$ cat src/hw/zle_apb_pkg.sv
// ~~~~~~~~~~~~~~~~~~~~~~~~~~~~~~
// zle register package
// APB widths, register map and reset values
// ~~~~~~~~~~~~~~~~~~~~~~~~~~~~~~
`default_nettype none

package zle_apb_pkg;

   localparam int APB_AW = 8;
   localparam int APB_DW = 32;

   localparam logic [APB_AW-1:0] REG_LIMIT = 8'h00;  // run length limit
   localparam logic [APB_AW-1:0] REG_RUNS  = 8'h04;  // run tokens sent

   // largest count the default 4 bit counter holds
   localparam logic [APB_DW-1:0] LIMIT_RESET = 32'h0000_000f;

endpackage

`default_nettype wire

$ cat src/hw/zle_pkg.sv
// ~~~~~~~~~~~~~~~~~~~~~~~~~~~~~~
// zle stream package
// default widths, datapath select codes and controller states
// ~~~~~~~~~~~~~~~~~~~~~~~~~~~~~~
`default_nettype none

package zle_pkg;

   localparam int DATA_W_DEF = 16;  // stream word width
   localparam int CNT_W_DEF  = 4;   // run counter width

   // controller states of the encoder FSM
   typedef enum logic [3:0] {
      ST_START     = 4'd0,
      ST_START_T   = 4'd1,  // first zero seen
      ST_START_E   = 4'd2,  // nonzero word out
      ST_ZEROS     = 4'd3,  // inside a run
      ST_ZEROS_T   = 4'd4,  // limit compare
      ST_ZEROS_T_T = 4'd5,  // full run token out
      ST_ZEROS_T_E = 4'd6,  // count one more zero
      ST_ZEROS_E   = 4'd7,  // closing run token out
      ST_PENDING   = 4'd8   // held nonzero word out
   } zle_state_t;

   typedef enum logic {
      SEL_OUT_DATA = 1'b0,  // held input word
      SEL_OUT_RUN  = 1'b1   // run count
   } sel_out_t;

   typedef enum logic [1:0] {
      SEL_CNT_HOLD  = 2'd0,
      SEL_CNT_START = 2'd1,  // load one, run begins
      SEL_CNT_FULL  = 2'd2,  // load one, after a full token
      SEL_CNT_INC   = 2'd3
   } sel_cnt_t;

   typedef enum logic {
      SEL_FLAG_ZERO  = 1'b0,  // incoming word is zero
      SEL_FLAG_LIMIT = 1'b1   // count has reached the limit
   } sel_flag_t;

endpackage

`default_nettype wire
$ cat src/hw/zle_top.sv
// ~~~~~~~~~~~~~~~~~~~~~~~~~~~~~~
// zle top
// zero run-length encoder with APB control
// ~~~~~~~~~~~~~~~~~~~~~~~~~~~~~~
`timescale 1ns/1ns
`default_nettype none

module zle_top #(
   parameter int DATA_W = zle_pkg::DATA_W_DEF,
   parameter int CNT_W  = zle_pkg::CNT_W_DEF
) (
   input  wire                              clock,
   input  wire                              reset,
   input  wire                              i_in_valid,
   input  wire [DATA_W-1:0]                 i_in_data,
   output logic                             o_in_busy,
   output logic                             o_out_valid,
   output logic [DATA_W-1:0]                o_out_data,
   output logic                             o_out_run,
   input  wire                              i_out_busy,
   input  wire                              i_psel,
   input  wire                              i_penable,
   input  wire                              i_pwrite,
   input  wire [zle_apb_pkg::APB_AW-1:0]    i_paddr,
   input  wire [zle_apb_pkg::APB_DW-1:0]    i_pwdata,
   output logic [zle_apb_pkg::APB_DW-1:0]   o_prdata,
   output logic                             o_pready
);

   import zle_pkg::*;

   sel_out_t          sel_out;
   sel_cnt_t          sel_cnt;
   sel_flag_t         sel_flag;
   logic              load;
   logic              flag;
   logic              run_sent;
   logic [CNT_W-1:0]  limit;

   zle_regs #(
      .CNT_W (CNT_W)
   ) u_regs (
      .clock      (clock),
      .reset      (reset),
      .i_psel     (i_psel),
      .i_penable  (i_penable),
      .i_pwrite   (i_pwrite),
      .i_paddr    (i_paddr),
      .i_pwdata   (i_pwdata),
      .i_run_sent (run_sent),
      .o_prdata   (o_prdata),
      .o_pready   (o_pready),
      .o_limit    (limit)
   );

   zle_fsm u_fsm (
      .clock       (clock),
      .reset       (reset),
      .i_in_valid  (i_in_valid),
      .o_in_busy   (o_in_busy),
      .o_out_valid (o_out_valid),
      .i_out_busy  (i_out_busy),
      .i_flag      (flag),
      .o_load      (load),
      .o_sel_out   (sel_out),
      .o_sel_cnt   (sel_cnt),
      .o_sel_flag  (sel_flag),
      .o_run_sent  (run_sent)
   );

   zle_datapath #(
      .DATA_W (DATA_W),
      .CNT_W  (CNT_W)
   ) u_datapath (
      .clock      (clock),
      .reset      (reset),
      .i_in_data  (i_in_data),
      .i_load     (load),
      .i_sel_out  (sel_out),
      .i_sel_cnt  (sel_cnt),
      .i_sel_flag (sel_flag),
      .i_limit    (limit),
      .o_out_data (o_out_data),
      .o_out_run  (o_out_run),
      .o_flag     (flag)
   );

endmodule

`default_nettype wire

$ cat src/hw/zle_datapath.sv
// ~~~~~~~~~~~~~~~~~~~~~~~~~~~~~~
// zle datapath
// held word, run counter, output mux and shared flag
// ~~~~~~~~~~~~~~~~~~~~~~~~~~~~~~
`timescale 1ns/1ns
`default_nettype none

module zle_datapath #(
   parameter int DATA_W = zle_pkg::DATA_W_DEF,
   parameter int CNT_W  = zle_pkg::CNT_W_DEF
) (
   input  wire                         clock,
   input  wire                         reset,
   input  wire [DATA_W-1:0]            i_in_data,
   input  wire                         i_load,
   input  wire zle_pkg::sel_out_t      i_sel_out,
   input  wire zle_pkg::sel_cnt_t      i_sel_cnt,
   input  wire zle_pkg::sel_flag_t     i_sel_flag,
   input  wire [CNT_W-1:0]             i_limit,
   output logic [DATA_W-1:0]           o_out_data,
   output logic                        o_out_run,
   output logic                        o_flag
);

   import zle_pkg::*;

   logic [DATA_W-1:0] held_data;
   logic [CNT_W-1:0]  run_cnt;

   always_ff @(posedge clock) begin
      if (i_load) begin
         held_data <= i_in_data;  // last accepted word
      end
   end

   always_ff @(posedge clock or negedge reset) begin
      if (!reset) begin
         run_cnt <= '0;
      end else begin
         case (i_sel_cnt)
            SEL_CNT_START, SEL_CNT_FULL: run_cnt <= CNT_W'(1);
            SEL_CNT_INC:                 run_cnt <= run_cnt + CNT_W'(1);
            default:                     run_cnt <= run_cnt;
         endcase
      end
   end

   assign o_out_run  = (i_sel_out == SEL_OUT_RUN);
   assign o_out_data = o_out_run ? {{(DATA_W-CNT_W){1'b0}}, run_cnt} : held_data;

   // one compare output shared between the two FSM tests
   assign o_flag = (i_sel_flag == SEL_FLAG_LIMIT) ? (run_cnt == i_limit)
                                                   : (i_in_data == '0);

endmodule

`default_nettype wire

$ cat src/hw/zle_fsm.sv
// ~~~~~~~~~~~~~~~~~~~~~~~~~~~~~~
// zle controller
// steers the shared datapath and runs both stream handshakes
// ~~~~~~~~~~~~~~~~~~~~~~~~~~~~~~
`timescale 1ns/1ns
`default_nettype none

module zle_fsm (
   input  wire                  clock,
   input  wire                  reset,
   input  wire                  i_in_valid,
   output logic                 o_in_busy,
   output logic                 o_out_valid,
   input  wire                  i_out_busy,
   input  wire                  i_flag,      // shared flag from datapath
   output logic                 o_load,
   output zle_pkg::sel_out_t    o_sel_out,
   output zle_pkg::sel_cnt_t    o_sel_cnt,
   output zle_pkg::sel_flag_t   o_sel_flag,
   output logic                 o_run_sent
);

   import zle_pkg::*;

   zle_state_t state;
   zle_state_t next_state;

   always_ff @(posedge clock or negedge reset) begin
      if (!reset) begin
         state <= ST_START;
      end else begin
         state <= next_state;
      end
   end

   // output valid is only raised when the sink is free, so no word waits on it
   always_comb begin
      next_state  = state;
      o_in_busy   = 1'b1;
      o_out_valid = 1'b0;
      o_load      = 1'b0;
      o_sel_out   = SEL_OUT_DATA;
      o_sel_cnt   = SEL_CNT_HOLD;
      o_sel_flag  = SEL_FLAG_ZERO;
      o_run_sent  = 1'b0;
      case (state)
         ST_START: begin
            if (i_in_valid) begin
               o_in_busy  = 1'b0;
               o_load     = 1'b1;
               next_state = i_flag ? ST_START_T : ST_START_E;
            end
         end
         ST_START_T: begin
            o_sel_cnt  = SEL_CNT_START;  // run of one so far
            next_state = ST_ZEROS;
         end
         ST_START_E: begin
            if (!i_out_busy) begin
               o_out_valid = 1'b1;
               next_state  = ST_START;
            end
         end
         ST_ZEROS: begin
            if (i_in_valid) begin
               o_in_busy  = 1'b0;
               o_load     = 1'b1;
               next_state = i_flag ? ST_ZEROS_T : ST_ZEROS_E;
            end
         end
         ST_ZEROS_T: begin
            o_sel_flag = SEL_FLAG_LIMIT;
            next_state = i_flag ? ST_ZEROS_T_T : ST_ZEROS_T_E;
         end
         ST_ZEROS_T_T: begin
            if (!i_out_busy) begin
               o_out_valid = 1'b1;
               o_sel_out   = SEL_OUT_RUN;
               o_sel_cnt   = SEL_CNT_FULL;  // new zero starts the next chunk
               o_run_sent  = 1'b1;
               next_state  = ST_ZEROS;
            end
         end
         ST_ZEROS_T_E: begin
            o_sel_cnt  = SEL_CNT_INC;
            next_state = ST_ZEROS;
         end
         ST_ZEROS_E: begin
            if (!i_out_busy) begin
               o_out_valid = 1'b1;
               o_sel_out   = SEL_OUT_RUN;
               o_run_sent  = 1'b1;
               next_state  = ST_PENDING;
            end
         end
         ST_PENDING: begin
            if (!i_out_busy) begin
               o_out_valid = 1'b1;         // nonzero word that ended the run
               next_state  = ST_START;
            end
         end
         default: begin
            next_state = ST_START;
         end
      endcase
   end

endmodule

`default_nettype wire

$ cat src/hw/zle_regs.sv
// ~~~~~~~~~~~~~~~~~~~~~~~~~~~~~~
// zle register block
// APB slave with run limit and run token counter
// ~~~~~~~~~~~~~~~~~~~~~~~~~~~~~~
`timescale 1ns/1ns
`default_nettype none

module zle_regs #(
   parameter int CNT_W = zle_pkg::CNT_W_DEF
) (
   input  wire                              clock,
   input  wire                              reset,
   input  wire                              i_psel,
   input  wire                              i_penable,
   input  wire                              i_pwrite,
   input  wire [zle_apb_pkg::APB_AW-1:0]    i_paddr,
   input  wire [zle_apb_pkg::APB_DW-1:0]    i_pwdata,
   input  wire                              i_run_sent,
   output logic [zle_apb_pkg::APB_DW-1:0]   o_prdata,
   output logic                             o_pready,
   output logic [CNT_W-1:0]                 o_limit
);

   import zle_apb_pkg::*;

   logic              wr_en;
   logic [CNT_W-1:0]  wr_limit;
   logic [15:0]       run_count;

   assign wr_en    = i_psel & i_penable & i_pwrite;  // access phase write
   assign wr_limit = i_pwdata[CNT_W-1:0];
   assign o_pready = 1'b1;                           // no wait states

   always_ff @(posedge clock or negedge reset) begin
      if (!reset) begin
         o_limit <= LIMIT_RESET[CNT_W-1:0];
      end else if (wr_en && (i_paddr == REG_LIMIT)) begin
         // a limit of zero would never close a run
         o_limit <= (wr_limit == '0) ? CNT_W'(1) : wr_limit;
      end
   end

   always_ff @(posedge clock or negedge reset) begin
      if (!reset) begin
         run_count <= '0;
      end else if (wr_en && (i_paddr == REG_RUNS)) begin
         run_count <= '0;                   // any write clears
      end else if (i_run_sent) begin
         run_count <= run_count + 16'd1;    // wraps
      end
   end

   always_comb begin
      o_prdata = '0;
      case (i_paddr)
         REG_LIMIT: o_prdata = {{(APB_DW-CNT_W){1'b0}}, o_limit};
         REG_RUNS:  o_prdata = {{(APB_DW-16){1'b0}}, run_count};
         default:   o_prdata = '0;
      endcase
   end

endmodule

`default_nettype wire

$ cat config.mk
export PLATFORM = sky130hd
export DESIGN_NAME = zle_top
export DESIGN_NICKNAME = d
export VERILOG_FILES = /design/src/hw/zle_apb_pkg.sv /design/src/hw/zle_pkg.sv /design/src/hw/zle_top.sv /design/src/hw/zle_datapath.sv /design/src/hw/zle_fsm.sv /design/src/hw/zle_regs.sv
export SDC_FILE = /design/constraint.sdc
export NUM_CORES = 1
export LEC_CHECK = 0
export ABC_CLOCK_PERIOD_IN_PS = 2000
export BUFFER_PORTS_ARGS = -buffer_cell sky130_fd_sc_hd__clkbuf_2
export CORE_MARGIN = 4
export CORE_UTILIZATION = 35
export DETAILED_ROUTE_END_ITERATION = 10
export HOLD_SLACK_MARGIN = 0.05
export MAX_ROUTING_LAYER = met4
export PLACE_DENSITY_LB_ADDON = 0.12
export SLEW_MARGIN = 40
export SYNTH_ARGS = -nofsm -noshare
export SYNTH_HDL_FRONTEND = slang
export SYNTH_SLANG_ARGS = --single-unit
$ cat constraint.sdc
create_clock -name clock -period 2 [get_ports clock]
set_input_delay 0.3 -clock clock [delete_from_list [all_inputs] [get_ports clock]]
set_output_delay 0.3 -clock clock [all_outputs]
set_load 0.01 [all_outputs]
[Word-level counts from Yosys, hierarchy flattened]
Cells that the tools add are included.
Cells by class
  add/sub/neg operators: 2
  $mul: 0
  divide/modulo/power cells: 0
  $lt $le $gt $ge: 0
  equality and inequality tests: 18
  shift-type cells: 0
  muxes and demuxes: 26
  bitwise logic cells: 2
  reductions and logical operators: 15
Operator list (count)
  $mux W16: 3
  $pmux W16 S2: 1
  $pmux W4 S7: 1
  $mux W4: 6
  $add A16 B1 Y16 const B: 1
  $eq A4 B3 Y1 const B: 4
  $logic_not A16 Y1: 1
  $ne A2 B2 Y1 const B: 5
  $reduce_or A2 Y1: 5
  $mux W1: 9
  $eq A4 B2 Y1 const B: 2
  $eq A8 B3 Y1 const B: 1
  $logic_not A4 Y1: 2
  $logic_not A8 Y1: 1
  $mux W2: 4
  $pmux W4 S2: 1
  $pmux W2 S3: 1
  $reduce_and A5 Y1: 1
  $add A4 B1 Y4 const B: 1
  $eq A2 B2 Y1 const B: 2
  $eq A4 B1 Y1 const B: 1
  $eq A4 B4 Y1: 1
  $eq A4 B4 Y1 const B: 1
  $reduce_bool A2 Y1: 2
  4 further kinds: 6
Storage, ports and cells
  flip-flop bits (word level): 44
  bits in latches: 0
  memory bits (writable): 0
  memory bits (read-only): 0
  input bits: 63
  logic and storage cells: 68
  memories kept: 0

[Longest topological paths before layout]
  word-level depth: 6
  gate-level depth with buffers: 7
  gate-level depth less buffers: 5

[Hierarchy]
A second synthesis with hierarchy kept.
Unflattened totals
  cell total of the unflattened synthesis: 253
  area total of the unflattened synthesis: 2580.0 sq um
By module, submodules not included
  zle_regs: times used 1, cells each 139, area an instance 1295.0 sq um
  zle_datapath: times used 1, cells each 66, area an instance 910.9 sq um
  zle_fsm: times used 1, cells each 48, area an instance 374.1 sq um

[Least setup slack after synthesis]
Ideal clock, no wire load.
  kind: input to output
  start: input i_out_busy
  end: output o_out_data[0]
  data arrival time: 1.579 ns
  data required time: 1.700 ns
  slack: 0.121 ns
  stages: 5
  buffers on the path: 3
  path through: clkbuf_1 -> and4bb_1 -> buf_2 -> clkbuf_1 -> mux2_2
On the way
  longest elaborated chain between the ends: 3
RTL lines
  start: declaration: line zle_top.sv:20  | input wire i_out_busy,
  $mux W1: line zle_fsm.sv:76, zle_fsm.sv:89
  $mux W1
  $mux W16: line zle_datapath.sv:49  | assign o_out_data = o_out_run ? {{(DATA_W-CNT_W){1'b0}}, run_cnt} : held_data;
  end: declaration: line zle_top.sv:18  | output logic [DATA_W-1:0] o_out_data,
No other way between the ends.

[Final worst setup path]
  start: input i_paddr[7] (netlist bit)
  end: output o_prdata[1] (netlist bit)
On the way
  longest elaborated chain between the ends: 2
  elaborated cells on any way between the ends: 3
RTL lines
  start: declaration: line zle_top.sv:24  | input wire [zle_apb_pkg::APB_AW-1:0] i_paddr,
  $eq A8 B3 Y1 or $logic_not A8 Y1 (tied branches): line zle_regs.sv:55  | case (i_paddr)
  $pmux W16 S2 *: line zle_regs.sv:55
  end: declaration: line zle_top.sv:26  | output logic [zle_apb_pkg::APB_DW-1:0] o_prdata,
Mark *: on every way between the ends. The rest lies on a longest branch, timed or not.

==> flow_summary.json <==
{
  "final_layout_size_suffix_gt1_share_pct": 32.9,
  "ff_latch_area_sq_mm": 0.00119,
  "rows": 30,
  "whs_ps": 23.8,
  "diodes": 0,
  "clock_skew_ps": 9.07,
  "multi_input_area_sq_mm": 0.00118,
  "cts_buffers": 5,
  "grt_start_max_net_pins": 29,
  "io_buffers": 69,
  "cts_max_level": 2,
  "r2r_start": "u_fsm.state[3]",
  "status": "completed",
  "num-nets-final": 395,
  "root_buffer": "clkbuf_8",
  "slew_viol_final": 0,
  "syn_inst": 255,
  "synth_edf_count": 16,
  "end_kind": "output port",
  "vdd_ir_drop_max_uv": 561,
  "cts_sinks": 44,
  "place_area_sq_mm": 0.00294,
  "fp.dieArea_sq_mm": 0.00864,
  "grt_overflow": 0,
  "r2r_end": "u_regs.run_count[14]",
  "cap_violations": 0,
  "path_max_fanout": 5,
  "drt_iter0_markers": 65,
  "die_y_um": 93.0,
  "grt_usage_pct": 13.7,
  "worst_ep_arrival_time_ps": 1670,
  "total_power_uw": 3000,
  "r2r_slack_ps": 270,
  "initial_core_util_pct": 36.6,
  "path_class": "input port to output port",
  "worst_pin_slew_ps": 651,
  "ys_seq_elements": 44,
  "yosysSeqAreaShare_pct": 47.0,
  "wire_per_inst_um": 13.4,
  "min_period_ps": 1970,
  "grt_pass1_wl_um": 9140,
  "ys.flop_type": "dfrtp_1",
  "clockBufferDepth": 2,
  "die_w_um": 93.0,
  "dp_hpwl_um": 4230,
  "synthDistinctLibCells": 44,
  "core_sq_mm": 0.00691,
  "max_slew_margin_pct": 56.6,
  "worst_hold_path_type": "input port to async pin",
  "wl_um": 5730,
  "area_growth_pct": 22.2,
  "clkTransAtPathRegs_ps": 90,
  "ios": 115,
  "ys_warn_count": 0,
  "rsz0062_at_grt": "yes",
  "max_freq_mhz": 508,
  "power.leakage_uw": 0.00146,
  "grt_pass1_vias": 1911,
  "place_congestion": 0.803,
  "critPathCapture": "o_prdata[1]",
  "required_ps": 1700,
  "drt_pass1_iterations": 5,
  "period_share_pct": 98.4,
  "synth.avg_cell_area_sq_um": 9.91,
  "synthArstFlopShare_pct": 63.6,
  "critPathLaunchType": "input port",
  "fillers": 684,
  "hold_viol": 0,
  "vias": 2056,
  "netlist_area_sq_mm": 0.00253,
  "reg2reg_depth": 6,
  "via_per_inst": 4.81,
  "cts_tree": "built",
  "pwr_density_cell_mw_per_mm2": 973,
  "cts_hold_buf": 0,
  "fin_area_sq_mm": 0.00309,
  "antenna_left": 0,
  "antenna_found_initial": 0,
  "clock_latency_ps": 300,
  "crit_path_start": "i_paddr[7]",
  "finalSetupViolCount": 0,
  "drc_errors": 0,
  "tns_ps": 0
}
cells in the final DEF (no fill, tap or decap), types with 2 or more instances in the layout:
| master | instances |
|---|---|
| nand2b_1 | 3 |
| a21oi_1 | 2 |
| clkbuf_2 | 63 |
| conb_1 | 17 |
| buf_2 | 6 |
| buf_4 | 12 |
| mux2i_1 | 2 |
| xor2_1 | 5 |
| edfxtp_1 | 16 |
| nor3_1 | 6 |
| and3_1 | 16 |
| nor2_2 | 2 |
| mux2_2 | 7 |
| ha_1 | 2 |
| nand4_1 | 7 |
| a31oi_1 | 2 |
| nor2_1 | 28 |
| inv_1 | 6 |
| nor4_1 | 6 |
| xnor2_1 | 15 |
| nand3_1 | 9 |
| o211ai_1 | 2 |
| dfrtp_1 | 24 |
| clkbuf_8 | 5 |
| o31ai_1 | 2 |
| a22o_1 | 5 |
| nand2_1 | 17 |
| dfstp_2 | 4 |
| o21ai_0 | 6 |
| nor2b_1 | 15 |
synthesized netlist by cell type (all sizes together), types with 2 or more instances:
cell / n / area share, %
mux2i: 2 / 0.79
nor3: 6 / 1.2
buf: 20 / 6.5
inv: 6 / 0.89
a21oi: 2 / 0.40
xor2: 5 / 1.7
nor4: 7 / 2.3
edfxtp: 16 / 19
ha: 2 / 0.99
nand2b: 3 / 0.74
nand3: 9 / 1.8
dfrtp: 24 / 24
and3: 16 / 4.0
nand4: 7 / 1.7
xnor2: 15 / 5.2
clkbuf: 10 / 1.5
dfstp: 4 / 4.2
nor2b: 16 / 4.0
o21ai: 6 / 1.2
conb: 2 / 0.30
nor2: 30 / 4.7
mux2: 7 / 3.1
o211ai: 2 / 0.59
o31ai: 2 / 0.59
nand2: 17 / 2.5
a22o: 5 / 1.7
a31oi: 2 / 0.50
cell families after synthesis:
kind of cell | synth area share [%]
mux | 3.91
compound gates | 6.98
simple gates | 25.1
flops | 47.0
other cells | 0.297
buf+inv | 8.87
xor+xnor | 6.93
fa+ha+maj | 0.990
layer usage:
| metal | track usage [%] | part of all wire [%] |
|---|---|---|
| met1 | 18.4 | 47 |
| met2 | 20.2 | 44 |
| met3 | 3.49 | 7.2 |
| met4 | 4.76 | 1.6 |
| met5 | - | 0 |
worst max-delay path, cell delays in order:
cell and delay, ps:
clkbuf_2 80, or4_4 530, nor4_4 130, buf_4 180
nor2b_4 170, a22o_1 140, buf_2 130
layout make-up:
| type | instances | share of cell area, % |
|---|---|---|
| tap | 96 | 3.89 |
| inverter | 6 | 0.730 |
| timing repair buffer | 83 | 15.1 |
| sequential | 44 | 38.4 |
| clock inverter | 2 | 1.13 |
| clock buffer | 6 | 2.35 |
| multi-input combinational | 190 | 38.3 |
state kept, by name, indices dropped and copies added (netlist names):
signal and flops:
u_datapath.held_data 16, u_regs.run_count 16, u_datapath.run_cnt 4, u_fsm.state 4, u_regs.o_limit 4
power breakdown:
part / switching, uW / internal (uW) / total (uW)
registers: 129 / 1130 / 1260
clock network: 308 / 371 / 680
logic: 605 / 463 / 1070
total: 1040 / 1960 / 3000
what timing repair did:
item                                    4_1_cts  5_1_grt
cloned                                        0        1
gates resized for setup                       3        8
pin swaps                                     0        2
endpoints found under the setup margin        8       20
setup buffers                                 0        2
stage by stage:
stage / utilization [%] / instances / worst slack (ps)
2_1_floorplan: - / 270 / 121
3_3_place_gp: 42.6 / 416 / -49.0
3_5_place_dp: 42.6 / 416 / -34.8
4_1_cts: 44.2 / 424 / 14.2
5_1_grt: 44.7 / 427 / -15.4
6_report: 44.7 / 427 / 31.8
worst min-delay path by stage:
| stage | end | from |
|---|---|---|
| 5_1_grt | u_regs.run_count[15] | reset |
| 6_report | u_regs.run_count[15] | reset |
| 4_1_cts | u_regs.run_count[10] | reset |
| 3_3_place_gp | u_regs.run_count[0] | reset |
| 3_5_place_dp | u_fsm.state[2] | reset |
| 2_1_floorplan | u_datapath.run_cnt[0] | reset |
Note: power is estimated with default switching activity, not from simulation.
